[config.mk]
export PLATFORM = sky130hd
export DESIGN_NAME = axis_downsizer
export DESIGN_NICKNAME = d
export VERILOG_FILES = /design/src/hdl/axis_resize_pkg.sv /design/src/hdl/axis_downsizer.sv
export VERILOG_INCLUDE_DIRS = /design/src /design/src/include
export SDC_FILE = /design/constraint.sdc
export NUM_CORES = 1
export LEC_CHECK = 0
export ABC_CLOCK_PERIOD_IN_PS = 2900
export BUFFER_PORTS_ARGS = -buffer_cell sky130_fd_sc_hd__buf_2
export CORE_MARGIN = 8
export CORE_UTILIZATION = 40
export CTS_BUF_LIST = sky130_fd_sc_hd__clkbuf_4 sky130_fd_sc_hd__clkbuf_8
export DETAILED_ROUTE_END_ITERATION = 10
export MAX_ROUTING_LAYER = met4
export SYNTH_ARGS = -nofsm -noshare
export SYNTH_HDL_FRONTEND = slang
export SYNTH_SLANG_ARGS = --single-unit
[constraint.sdc]
create_clock -name clk -period 2.9 [get_ports clk]
set_input_delay 0.435 -clock clk [delete_from_list [all_inputs] [get_ports clk]]
set_output_delay 0.435 -clock clk [all_outputs]
set_load 0.05 [all_outputs]
[src/include/axis_resize_defs.svh]
// axis width converter shared definitions
// port width limit and default converter setting
`ifndef AXIS_RESIZE_DEFS_SVH
`define AXIS_RESIZE_DEFS_SVH

// widest port any stage may be built with
`define AXIS_RESIZE_MAX_WIDTH 512

// default setting: 24-bit in, 3 subwords of 8 bits, 2 subwords per output
`define AXIS_RESIZE_DEF_DWIDTH_IN 24
`define AXIS_RESIZE_DEF_DOWN 3
`define AXIS_RESIZE_DEF_UP 2

`endif

[src/hdl/axis_resize_pkg.sv]
// axis width converter package
// width derivation helpers shared by all converter stages
`include "axis_resize_defs.svh"

package axis_resize_pkg;

  // limit a derived width to the largest supported port
  function automatic int clamp_width(input int width);
    return (width > `AXIS_RESIZE_MAX_WIDTH) ? `AXIS_RESIZE_MAX_WIDTH : width;
  endfunction

  // width of one subword after splitting the input word
  function automatic int subword_width(input int dwidth_in, input int down);
    return clamp_width(dwidth_in / down);
  endfunction

  // width of a packed output word
  function automatic int out_width(input int dwidth_in, input int down, input int up);
    return clamp_width(subword_width(dwidth_in, down) * up);
  endfunction

  // bits needed to count beats 0 .. ratio-1, at least one bit
  function automatic int count_width(input int ratio);
    return (ratio <= 1) ? 1 : $clog2(ratio);
  endfunction

endpackage

[src/hdl/axis_downsizer.sv]
// axis downsizer
// splits each input word into DOWN subword beats, lowest subword first,
// last only on the final subword of a last word
`timescale 1ns/1ps

module axis_downsizer
  import axis_resize_pkg::*;
#(
  parameter int DWIDTH_IN = 24,
  parameter int DOWN      = 3
) (
  input  logic                                     clk,
  input  logic                                     rst_n_i,
  input  logic                                     s_valid_i,
  output logic                                     s_ready_o,
  input  logic [DWIDTH_IN-1:0]                     s_data_i,
  input  logic                                     s_last_i,
  output logic                                     m_valid_o,
  input  logic                                     m_ready_i,
  output logic [subword_width(DWIDTH_IN, DOWN)-1:0] m_data_o,
  output logic                                     m_last_o
);

  localparam int SW = subword_width(DWIDTH_IN, DOWN);
  localparam int CW = count_width(DOWN);

  logic [DWIDTH_IN-1:0] word_q;
  logic                 last_q;
  logic [CW-1:0]        idx_q;
  logic                 valid_q;
  logic                 final_beat;
  logic                 s_fire;
  logic                 m_fire;

  assign final_beat = (idx_q == CW'(DOWN - 1));
  assign m_fire     = valid_q && m_ready_i;
  assign s_fire     = s_valid_i && s_ready_o;

  // reload in the same cycle the final subword leaves, so no bubble
  assign s_ready_o = !valid_q || (m_ready_i && final_beat);

  // current subword always sits in the low bits of the shift register
  assign m_valid_o = valid_q;
  assign m_data_o  = word_q[SW-1:0];
  assign m_last_o  = last_q && final_beat;

  always_ff @(posedge clk) begin
    if (!rst_n_i) begin
      valid_q <= 1'b0;
      idx_q   <= '0;
    end else begin
      if (s_fire) begin
        valid_q <= 1'b1;
        idx_q   <= '0;
      end else if (m_fire) begin
        if (final_beat) begin
          valid_q <= 1'b0;
          idx_q   <= '0;
        end else begin
          idx_q <= idx_q + CW'(1);
        end
      end
    end
  end

  always_ff @(posedge clk) begin
    if (s_fire) begin
      word_q <= s_data_i;
      last_q <= s_last_i;
    end else if (m_fire && !final_beat) begin
      word_q <= word_q >> SW;
    end
  end

endmodule

==> impl_metrics.ini <==
[route]
vias = 718
antenna_left = 0
drt_first_pass_iters = 2
drc = 0
routedWlPerCell_um = 12.4
drtIter0Drc = 35
routed_via_density = 4.40
wl_mm = 2.02

[final_layout]
multi_input_area_um2 = 403
utilization = 0.470
fin_nets = 147
fin_area_um2 = 1520
diodes = 0
layout-drive-gt1-share = 0.530
fillers = 302
seqCellArea_um2 = 811
synthToLayoutAreaGrowth_pct = 15.5

[worst_hold_path]
min-delay-path-class = in2reg
min_from = s_last_i

[sta]
setup_tns_ps = 0
fmax_ghz = 0.524
min_period_ps = 1910
slew_viol_final = 0
rsz0062_at_grt = false
finalSetupViolCount = 0
finalHoldViolCount = 0
clock-skew-final_ps = 7.14
whs_ps = 274
worst_slew_pin_slew_ps = 836
period_share = 0.659
relSlewSlack = 0.441

[yosys]
synth_ff_type = edfxtp_1
synth_top_area_frac = 0.571
yosysTopAreaCell = edfxtp_1
seq_area_frac_synth = 0.617
ys_seq_elements = 28
synthArstFlopShare = 0
yosysWarnings = 0
synth.area.top_cells = edfxtp_1, mux2_4, dfxtp_1, buf_4, mux2_2
syn_inst = 84
synth_commonest_cells = edfxtp_1, mux2_4, and2_1, buf_4, mux2_2
syn-cell-area_um2 = 1310
yosysMostFrequentCell = edfxtp_1
synth_nets = 113
synth_enable_flop_cells = 25
ys_types = 22
syn_avg_cell_area_um2 = 15.6

[worst_setup_path]
critPathKind = reg2reg
critPathLaunchType = flip-flop
end_kind = flip-flop
critPathLaunch = idx_q[1]$_SDFFE_PP0N_
crit_arrival_ps = 2000
rr_startpoint = idx_q[1]$_SDFFE_PP0N_
worst-path-max-fanout = 25
worstPathRequired_ps = 2990

[global_routing]
grt_max_degree = 26
grtUsageTotal = 0.0752
grt_first_pass_wirelength_mm = 2.98
antenna_found_initial = 0
grt_pass1_vias = 727
overflow = 0

[power_and_ir_drop]
share_comb_of_total_power = 0.204
finalPower_uw = 868
ir_drop_v = 0.000198
p_sw_uw = 226
power.static_leakage_uw = 0.000651
power_frac_seq = 0.584
power.clock.fraction = 0.212
power_density_nw_per_um2 = 572
swShare = 0.261
p_int_uw = 641

[clock_network]
cts_buffer_depth = 2
path_clk_slew_ps = 140
h-tree-depth = 1
clk_latency_ps = 320
cts-resized-gates = 0
numCtsBuffers = 3
cts_setup_buffers = 0
cts_tree = built
ctsHoldBuffers = 0
cts-root-buf = clkbuf_4
cts.sinks = 28

[outcome]
status = finished clean

[flow_run]
maxCapViolCount = 0

[placed_design]
place_congestion = 0.639
numPortBuffers = 39
placed_area_um2 = 1480
dp.final_hpwl_mm = 1.49

[floorplanning]
dieWidth_um = 73.3
coreArea_um2 = 3230
die_area_um2 = 5370
rows = 21
io_pins = 40
start_util = 0.407
die_h_um = 73.3
[area by class of cell]
class | instances | share of cell area
clock buffer | 4 | 0.0239
inverter | 2 | 0.00495
multi-input combinational | 43 | 0.265
sequential | 28 | 0.534
tap | 46 | 0.0379
timing repair buffer | 40 | 0.134
[cells by family (layout without fill, tap and decap cells)]
family / after synthesis / after routing / synth area share
compound gates: 8 / 8 / 0.0429
buf+inv: 13 / 46 / 0.0790
flops: 28 / 28 / 0.617
mux: 16 / 16 / 0.166
simple gates: 19 / 19 / 0.0952
[power by group through the flow]
stage | clock, uW | sequential [uW] | combinational, uW
2_1_floorplan | 0 | 516 | 156
3_3_place_gp | 0 | 515 | 177
3_5_place_dp | 0 | 517 | 180
4_1_cts | 189 | 507 | 180
5_1_grt | 205 | 512 | 187
6_report | 184 | 507 | 177
[worst max-delay path, stage by stage, from the launching register on]
cell and delay, ps:
dfxtp_1 460, nand3b_4 120, a21boi_4 670, mux2_2 410
[stage by stage]
| step | setup WS [ps] | instances |
|---|---|---|
| floorplan | 307 | 84 |
| global placement | 898 | 159 |
| detailed placement | 876 | 159 |
| CTS | 964 | 163 |
| global route | 889 | 163 |
| finish | 990 | 163 |
[metal layers]
metal | GRT usage | wire (um) | up-vias
met3 | 0.0191 | 130 | 4
met2 | 0.121 | 999 | 24
met1 | 0.0793 | 833 | 328
li1 | - | - | 362
met5 | - | 0 | -
met4 | 0.0532 | 52 | 0
[final timing paths]
kind	to	slack [ps]	cells past startpoint
setup / recovery	word_q[13]$_DFFE_PP_	990	3
hold / removal	last_q$_DFFE_PP_	270	1
setup reg to reg	word_q[13]$_DFFE_PP_	990	3
hold reg to reg	idx_q[0]$_SDFFE_PP0N_	560	2
[state kept, by name (all words and copies together) (netlist names)]
signal and cells:
idx_q 2, word_q 24, m_valid_o 1, last_q 1
[layout by cell type, fill, tap and decap left out, types with 2 or more instances in the layout]
cell,n
a21oi_1,2
a31oi_1,2
nand2_1,3
clkbuf_4,3
mux2_2,5
edfxtp_1,25
and2_1,8
mux2_4,10
o21ai_0,2
dfxtp_1,3
nor2b_1,3
inv_1,2
buf_2,39
Power figures use the tool's default switching activity.
