### config.mk
export PLATFORM = sky130hd
export DESIGN_NAME = axis_skid_slice
export DESIGN_NICKNAME = d
export VERILOG_FILES = /design/src/hdl/axis_skid_slice.sv
export SDC_FILE = /design/constraint.sdc
export NUM_CORES = 1
export LEC_CHECK = 0
export ABC_AREA = 1
export BUFFER_PORTS_ARGS = -buffer_cell sky130_fd_sc_hd__buf_2
export CORE_MARGIN = 2
export CORE_UTILIZATION = 46
export CTS_BUF_LIST = sky130_fd_sc_hd__clkbuf_4 sky130_fd_sc_hd__clkbuf_8 sky130_fd_sc_hd__clkbuf_16
export CTS_CLUSTER_SIZE = 8
export DETAILED_ROUTE_END_ITERATION = 10
export PLACE_DENSITY_LB_ADDON = 0.15
export SLEW_MARGIN = 20
export SYNTH_ARGS = -nofsm -noshare
export SYNTH_HDL_FRONTEND = slang
export SYNTH_SLANG_ARGS = --single-unit
export TNS_END_PERCENT = 50
### constraint.sdc
create_clock -name clk -period 1.8 [get_ports clk]
set_input_delay 0.09 -clock clk [delete_from_list [all_inputs] [get_ports clk]]
set_output_delay 0.09 -clock clk [all_outputs]
set_load 0.02 [all_outputs]
### src/hdl/axis_skid_slice.sv
// axis register slice
// two-entry main/skid buffer with registered ready, full throughput,
// generic payload type
`timescale 1ns/1ps

module axis_skid_slice #(
  parameter type payload_t = logic [7:0]
) (
  input  logic     clk,
  input  logic     rst_n_i,
  input  logic     s_valid_i,
  output logic     s_ready_o,
  input  payload_t s_payload_i,
  output logic     m_valid_o,
  input  logic     m_ready_i,
  output payload_t m_payload_o
);

  logic     main_valid;
  logic     skid_valid;
  payload_t main_payload;
  payload_t skid_payload;
  logic     main_load;
  logic     s_fire;

  // main register may load when empty or when its beat leaves this cycle
  assign main_load = m_ready_i || !main_valid;
  assign s_fire    = s_valid_i && s_ready_o;

  // ready comes straight from a flop, skid empty means room for one more
  assign s_ready_o   = !skid_valid;
  assign m_valid_o   = main_valid;
  assign m_payload_o = main_payload;

  always_ff @(posedge clk) begin
    if (!rst_n_i) begin
      main_valid <= 1'b0;
      skid_valid <= 1'b0;
    end else begin
      if (main_load) begin
        if (skid_valid) begin
          // drain the parked beat first to keep order
          main_valid <= 1'b1;
          skid_valid <= 1'b0;
        end else begin
          main_valid <= s_valid_i;
        end
      end else if (s_fire) begin
        // downstream stalled, park the incoming beat
        skid_valid <= 1'b1;
      end
    end
  end

  always_ff @(posedge clk) begin
    if (main_load) begin
      if (skid_valid) begin
        main_payload <= skid_payload;
      end else if (s_valid_i) begin
        main_payload <= s_payload_i;
      end
    end else if (s_fire) begin
      skid_payload <= s_payload_i;
    end
  end

endmodule

==> results, run 1 <==
- Setup repair after global routing left no endpoint under its margin.
- The worst supply voltage drop on vdd is 0.0005840 V.
- The flop and latch count out of synthesis is 18.
- The number of max-cap violations is 0.
- For this design the ratio of total power to cell area is 893.7 mW/mm².
- The count of final max-slew check failures is 0.
- Of all nets on the critical path, the largest fanout is 11.
- The critical path goes through buf_4, inv_2, buf_2.
- After synthesis, the largest area contributor takes up 71.91% of total cell area.
- The tightest min-delay check is of the in -> reg type.
- The number of vias per cell is 4.670.
- From bottom edge to top edge, the die measures 42.11 µm.
- The dominant delay contributor by cell family on the critical path is buffers and inverters.
- By area the synthesized netlist is led by sky130_fd_sc_hd__edfxtp_1, sky130_fd_sc_hd__nand2_1, sky130_fd_sc_hd__dfxtp_1.
- The H-tree depth is 1.
- In the final design database the tool counted 101 nets.
- The number of antenna violations at the first check in global routing is 0.
- The initialized floorplan defines 13 standard-cell rows.
- The HPWL after detailed placement is 795.2 µm.
- In the final routed layout, each cell accounts on average for 10.54 µm.
- The count of buffers added on input and output ports is 21.
- The final hold violation count is 0.
- Cells with a size suffix above 1 make up 34.09% of the layout.
- The synthesized design spends more area on one cell type than any other, namely sky130_fd_sc_hd__edfxtp_1.
- The synthesized net count is 65.
- The main flop type after synthesis is sky130_fd_sc_hd__edfxtp_1.
- The number of different library cells used by synthesis comes to 10.
- The setup TNS is 0 ns.
- The wire length after detailed routing is 1086 µm.
- The floorplan step defined a die boundary enclosing 0.001773 mm².
- The worst-case clock skew is 0.004133 ns.
- The reported leakage power is 0.4111 nW.
- The worst path buffer plus inverter count is 3.
- Global routing consumed, over all layers together, 13.85% of the routing resources.
- Entering global routing, the biggest net connects 12 pins.
- The critical setup path kind is reg -> out.
- The count of TritonRoute iterations in the first routing pass is 4.
- The total power consumption of the routed design is 0.8219 mW.
- The slowest cell on the critical path is sky130_fd_sc_hd__dfxtp_1.
- The flow ran to the end, and the final reports show no timing, DRC or antenna violations.
- The most common cell in the netlist is sky130_fd_sc_hd__nand2_1.
- Synthesis produced 53 cells.
- In the synthesized netlist the async set-or-reset flop fraction comes to 0%.
- The clock-pin slew of the registers on the worst-case setup and hold paths is 0.10 ns.
- The relative max-transition margin is 90.36%.
- The floorplan step set the die width to 42.11 µm.
- For the worst setup path, the data required time is 1.71 ns.
- Dividing the synthesized area by the synthesized cell count gives 12.61 µm².
- The area added between synthesis and finish is 37.64%.
- The number of enable flip-flop cells after synthesis is 16.
- The count of routing violations after the opening detailed-route iteration is 11.
- The remaining antenna violation count after routing is 0.
- The number of global-route vias before repair is 445.
- The delay of the slowest critical-path stage is 0.32 ns.
- The design area is 919.6 µm².
- Counting every sink on the clock net gives 18.
- The routed layout has 481 vias.
- For this run, design rule violations remaining after detail routing come to 0.
- STA classifies the critical path startpoint as a register.
- The later pin in the worst-skew pair is clocked with a latency of 0.29 ns.
- The wire length of the first global-routing pass is 1773 µm.
- The initial utilization of the core area, before any placement, comes to 50.09%.
- The worst path in the final design needs a cycle of 1.198 ns, including I/O delays and setup.
- The instance area after placement is 803.3 µm².
- For this run the aggregate overflow at the end of global routing stands at 0.
- The number of gates resized after CTS was 0.
- The utilization after layout is 68.95%.
- The number of warning messages in the yosys log is 0.
- The number of failing setup endpoints in the final timing report is 0.
- For the worst setup path, the data arrival time is 1.11 ns.
- The endpoint kind of the worst setup timing path is an output port.
- The antenna cell count is 0.
- Static timing analysis puts the maximum clock frequency at 834.8 MHz.
- The number of clock buffers inserted by TritonCTS is 3.
- The cell sitting at the root of the clock tree is a sky130_fd_sc_hd__clkbuf_4.
- The sequential element share of the synthesized area is 77.90%.
- In this run the standard cell core region covers 0.001334 mm².
- At the pin with the least slew margin, the transition time is 0.1444 ns.
- The commonest cells after synthesis are sky130_fd_sc_hd__nand2_1, sky130_fd_sc_hd__edfxtp_1, sky130_fd_sc_hd__nor2_1.
- The I/O pin total is 22.
- Counting along the longest clock path gives a buffer depth of 2.
- Summing every instance area after synthesis gives 668.1 µm².
- The last weighted congestion value of the routability-driven placer is 0.6791.
- The TritonCTS clock tree is built.
- The part of the cycle the worst path needs is 66.55%.
timing repair:
action                     4_1_cts  5_1_grt
hold endpoints to repair         8        0
hold buffers                     8        0
setup buffers                    0        0
setup endpoints to repair        0        0
path summary, 6_finish.rpt:
path	from	endpoint	slack [ns]	cells past startpoint
setup / recovery	skid_valid	s_ready_o	0.60	3
hold / removal	rst_n_i	m_valid_o	0.008	3
setup reg to reg	skid_valid	skid_payload[6]	0.75	3
hold reg to reg	skid_valid	skid_valid	0.51	2
report_power, final:
| group | internal [mW] | leakage [nW] | total, mW | switching (mW) |
|---|---|---|---|---|
| Sequential | 0.478 | 0.167 | 0.484 | 0.00550 |
| Combinational | 0.0408 | 0.223 | 0.0940 | 0.0531 |
| Clock | 0.123 | 0.0210 | 0.244 | 0.121 |
kinds of logic (layout without fill, tap and decap cells):
kind of cell	after synthesis	count (layout)	share of synthesized area [%]
AND/OR/NAND/NOR	30	30	17.23
flip-flops	18	18	77.90
buffers and inverters	3	38	2.808
AO/OA/AOI/OAI	2	2	2.059
layer usage:
metal | share of wire, % | track usage (%)
met3 | 7.6 | 5.172
met1 | 46 | 16.67
met4 | 0 | 5.625
met2 | 47 | 22.50
met5 | 0 | 0
per-stage QoR:
step | std cells | hold slack (ns) | worst slack (ns)
floorplan | 53 | 0.1864 | 0.4906
global placement | 91 | 0.2822 | 0.7741
detailed placement | 91 | 0.2820 | 0.7667
CTS | 103 | 0.006795 | 0.5966
global route | 103 | 0.01439 | 0.5281
finish | 103 | 0.008220 | 0.6021
worst reg2reg max path, stage by stage (launching register included):
cell and delay (ns):
sky130_fd_sc_hd__dfxtp_1 0.32, sky130_fd_sc_hd__buf_4 0.17, sky130_fd_sc_hd__nor2_1 0.11, sky130_fd_sc_hd__buf_4 0.17
state kept, by name (all words and copies together), names as in the netlist:
| name | flops |
|---|---|
| m_valid_o | 1 |
| m_payload_o | 8 |
| skid_valid | 1 |
| skid_payload | 8 |
cells in the final DEF, fill, tap and decap left out:
| master | Yosys | final |
|---|---|---|
| sky130_fd_sc_hd__dfxtp_1 | 2 | 2 |
| sky130_fd_sc_hd__a21oi_1 | 1 | 1 |
| sky130_fd_sc_hd__inv_1 | 1 | 1 |
| sky130_fd_sc_hd__dlygate4sd3_1 | 0 | 8 |
| sky130_fd_sc_hd__nand3_1 | 2 | 2 |
| sky130_fd_sc_hd__nor2_1 | 3 | 3 |
| sky130_fd_sc_hd__nand2_1 | 25 | 25 |
| sky130_fd_sc_hd__edfxtp_1 | 16 | 16 |
| sky130_fd_sc_hd__buf_2 | 0 | 21 |
| sky130_fd_sc_hd__inv_2 | 1 | 1 |
| sky130_fd_sc_hd__clkbuf_4 | 0 | 3 |
| sky130_fd_sc_hd__buf_4 | 0 | 3 |
| sky130_fd_sc_hd__clkbuf_8 | 0 | 1 |
| sky130_fd_sc_hd__o21ai_2 | 1 | 1 |
layout make-up:
cell class	count	area (µm²)
inverters	2	7.507
repair buffers	32	207.7
flip-flops and latches	18	520.5
clock buffers	4	36.28
fillers	111	414.1
well taps	15	18.77
multi-input cells	32	128.9
No activity file was read; power rests on OpenSTA's default activity.
==> inputs of run 2 (changes only) <==
==> constraint.sdc (replaced) <==
create_clock -name clk -period 1.15 [get_ports clk]
set_input_delay 0.0575 -clock clk [delete_from_list [all_inputs] [get_ports clk]]
set_output_delay 0.0575 -clock clk [all_outputs]
set_load 0.02 [all_outputs]
==> run 2 against run 1 <==
Compared with the run above:
- register-to-register slack lost 0.66 ns
- combinational power grew 66%
- design area grew 3.0%
- critical path depth is the same
- via count grew 2.5%
==> results, run 2 (same netlist as run 1, synthesis figures left out) <==
- For the pin with the worst max-slew slack, the measured transition is 0.2307 ns.
- The finished layout holds 105 standard cells, fillers aside.
- Setup violations remaining at the end of the flow were counted as 0.
- The TritonCTS clock tree is built.
- Setup repair after global routing left no endpoint under its margin.
- Entering global routing, the biggest net connects 11 pins.
- The floorplan step defined a die boundary enclosing 0.001773 mm².
- Port buffering added 21 buffers.
- Global routing consumed, on the met1 layer, 18.86% of the routing resources.
- After global routing, the most crowded layer is met2.
- Dividing total power by cell area gives a power density of 1284 mW/mm².
- The number of buffers on the longest clock path is 2.
- The relative max-transition margin is 84.58%.
- The layout cell share with drive strength beyond 1 is 35.56%.
- Dividing the final minimum period by the clock period gives 93.95%.
- The kind of start point of the critical path is a register.
- The total global routing overflow is 0.
- The signal on the critical path passes through buf_4, inv_4, buf_4.
- In this run the critical register-to-register path is launched from m_valid_o.
- The smallest clock period supported by the final layout is computed as 1.080 ns.
- The area of the core is 0.001334 mm².
- Across the run, the number of max-cap violations was 0.
- The met3 track utilization from global routing is 3.017%.
- The arrival time at the worst endpoint is 1.02 ns.
- The endpoint kind of the worst setup timing path is an output port.
- The number of clock sinks seen by CTS is 18.
- For this block, the via count after detailed routing is 493.
- The number of vias per cell is 4.695.
- The clock latency on the worst-skew pair is 0.28 ns.
- The highest clock rate is 925.5 MHz.
- In this run, the number of DRC markers left after iteration 0 of detailed routing was 10.
- The die is 42.11 µm wide.
- The completed layout was analyzed and its total power is 1.216 mW.
- At the worst endpoint, the required time is 1.09 ns.
- VDD sags by at most 0.0008038 V.
- The slowest stage of the critical path belongs to the cell sky130_fd_sc_hd__dfxtp_2.
- The post-CTS setup-driven buffer insertion count is 0.
- In this run, placement finished with an instance count of 91.
- The path depth of the worst reg2reg path is 2.
- The number of global-route vias before repair is 475.
- For flop-to-flop paths, the worst setup slack is 0.09 ns.
- The library cell used most frequently in the layout, excluding fill and tap cells, is sky130_fd_sc_hd__nand2_1.
- The first global-routing pass estimated 1945 µm of wire.
- The top cell types in the final layout, fill and taps aside, are sky130_fd_sc_hd__nand2_1, sky130_fd_sc_hd__buf_2, sky130_fd_sc_hd__edfxtp_1.
- The path class of the lowest-slack min-delay path is in -> reg.
- The worst setup path is of the reg -> out kind.
- The initial standard-cell utilization of the core is 50.09%.
- On the worst path, the slowest cell contributes a delay of 0.34 ns.
- 22 I/O pins were placed.
- The die height is 42.11 µm.
- The number of antenna violations at the first check in global routing is 0.
- The worst flop-to-flop path endpoint is skid_payload[7].
- The run finished with clean final reports.
- Detailed placement ended at an HPWL of 795.9 µm.
- Counting instances, the worst hold path has a depth of 4.
- The most numerous cell type found on the critical path is sky130_fd_sc_hd__buf_4.
- The count of final max-slew check failures is 0.
- The number of nets in the final layout is 103.
- Between clock sinks in the finished design, the worst skew comes to 0.006491 ns.
- Clock tree synthesis selected as its root buffer the cell sky130_fd_sc_hd__clkbuf_4.
- The worst path buffer plus inverter count is 3.
- The dominant delay contributor by cell family on the critical path is buffers and inverters.
- Compared with the post-synthesis result, the final layout area differs by 41.76%.
- The analysis attributes to cell leakage a power of 0.4173 nW.
- Counting the buffers created by CTS gives 3.
- The clock-pin slew of the registers on the worst-case setup and hold paths is 0.09 ns.
- 0 antenna diodes ended up in the layout.
- The final hold violation count is 0.
- In this run the number of H-tree levels came out at 1.
- The met2 capacity usage during global routing is 24.06%.
- The number of remaining DRC errors is 0.
- The hold path endpoint is skid_valid.
- The detail route stage leaves a number of antenna-violating nets equal to 0.
- The initialized floorplan defines 13 standard-cell rows.
- The total track usage is 14.84%.
- The launch point of the worst hold path is m_ready_i.
- The last weighted congestion value of the routability-driven placer is 0.6880.
- The setup TNS is 0 ns.
- The pre-antenna-repair detailed-routing pass consisted of 4 iterations.
- In this run the worst path has a maximum fanout of 9.
- After detailed routing, the average wire length per cell comes to 11.06 µm.
- After detailed routing, the total wire length is 1161 µm.
## run 2: where the power goes
part           leakage (nW)  switching (mW)  internal (mW)
logic                 0.234          0.0861         0.0696
registers             0.167         0.00940          0.749
clock network        0.0154           0.176          0.126
## run 2: repair_timing
| action | 4_1_cts | 5_1_grt |
|---|---|---|
| gates resized for setup | 2 | 1 |
| setup endpoints to repair | 1 | 1 |
| pin swaps | 0 | 0 |
| hold endpoints to repair | 9 | 0 |
| hold buffers | 10 | 0 |
## run 2: worst register-to-register path: stages (launching register included)
cell,delay (ns)
sky130_fd_sc_hd__dfxtp_1,0.39
sky130_fd_sc_hd__nand3_1,0.14
sky130_fd_sc_hd__nor2_4,0.23
## run 2: area by class of cell
cell class                 instances  area (µm²)
tap                               15       18.77
clock inverter                     1       3.754
sequential                        18       521.8
timing repair buffer              34       230.2
clock buffer                       3       22.52
multi-input combinational         32       140.1
fill                              98       386.6
inverter                           2       10.01
## run 2: per-layer routing
layer / wire length [µm] / share of wire (%)
met3: 72 / 6.2
met5: 0 / 0
met2: 541 / 47
met4: 6 / 0.52
met1: 541 / 47
## run 2: how the worst max path moves through the flow
| stage | start | end | slack (ns) | cells after the start |
|---|---|---|---|---|
| after floorplan | m_valid_o | skid_payload[0] | 0.01 | 2 |
| after CTS | skid_valid | s_ready_o | 0.03 | 3 |
| after detailed placement | m_valid_o | skid_payload[2] | 0.09 | 2 |
| final | skid_valid | s_ready_o | 0.07 | 3 |
| after global placement | m_valid_o | skid_payload[2] | 0.11 | 2 |
| after global routing | skid_valid | s_ready_o | 0.01 | 3 |
## run 2: metrics by stage
step                      hold slack, ns  util (%)  setup WS (ns)  cell area [µm²]
after floorplan                   0.1539         -        0.01117            679.4
after CTS                        0.07104     70.92        0.03446            945.9
final                            0.07298     71.01        0.06955            947.2
after detailed placement          0.2499     61.07        0.09488            814.5
after global routing              0.1002     71.01       0.009948            947.2
after global placement            0.2491     61.07         0.1133            814.5
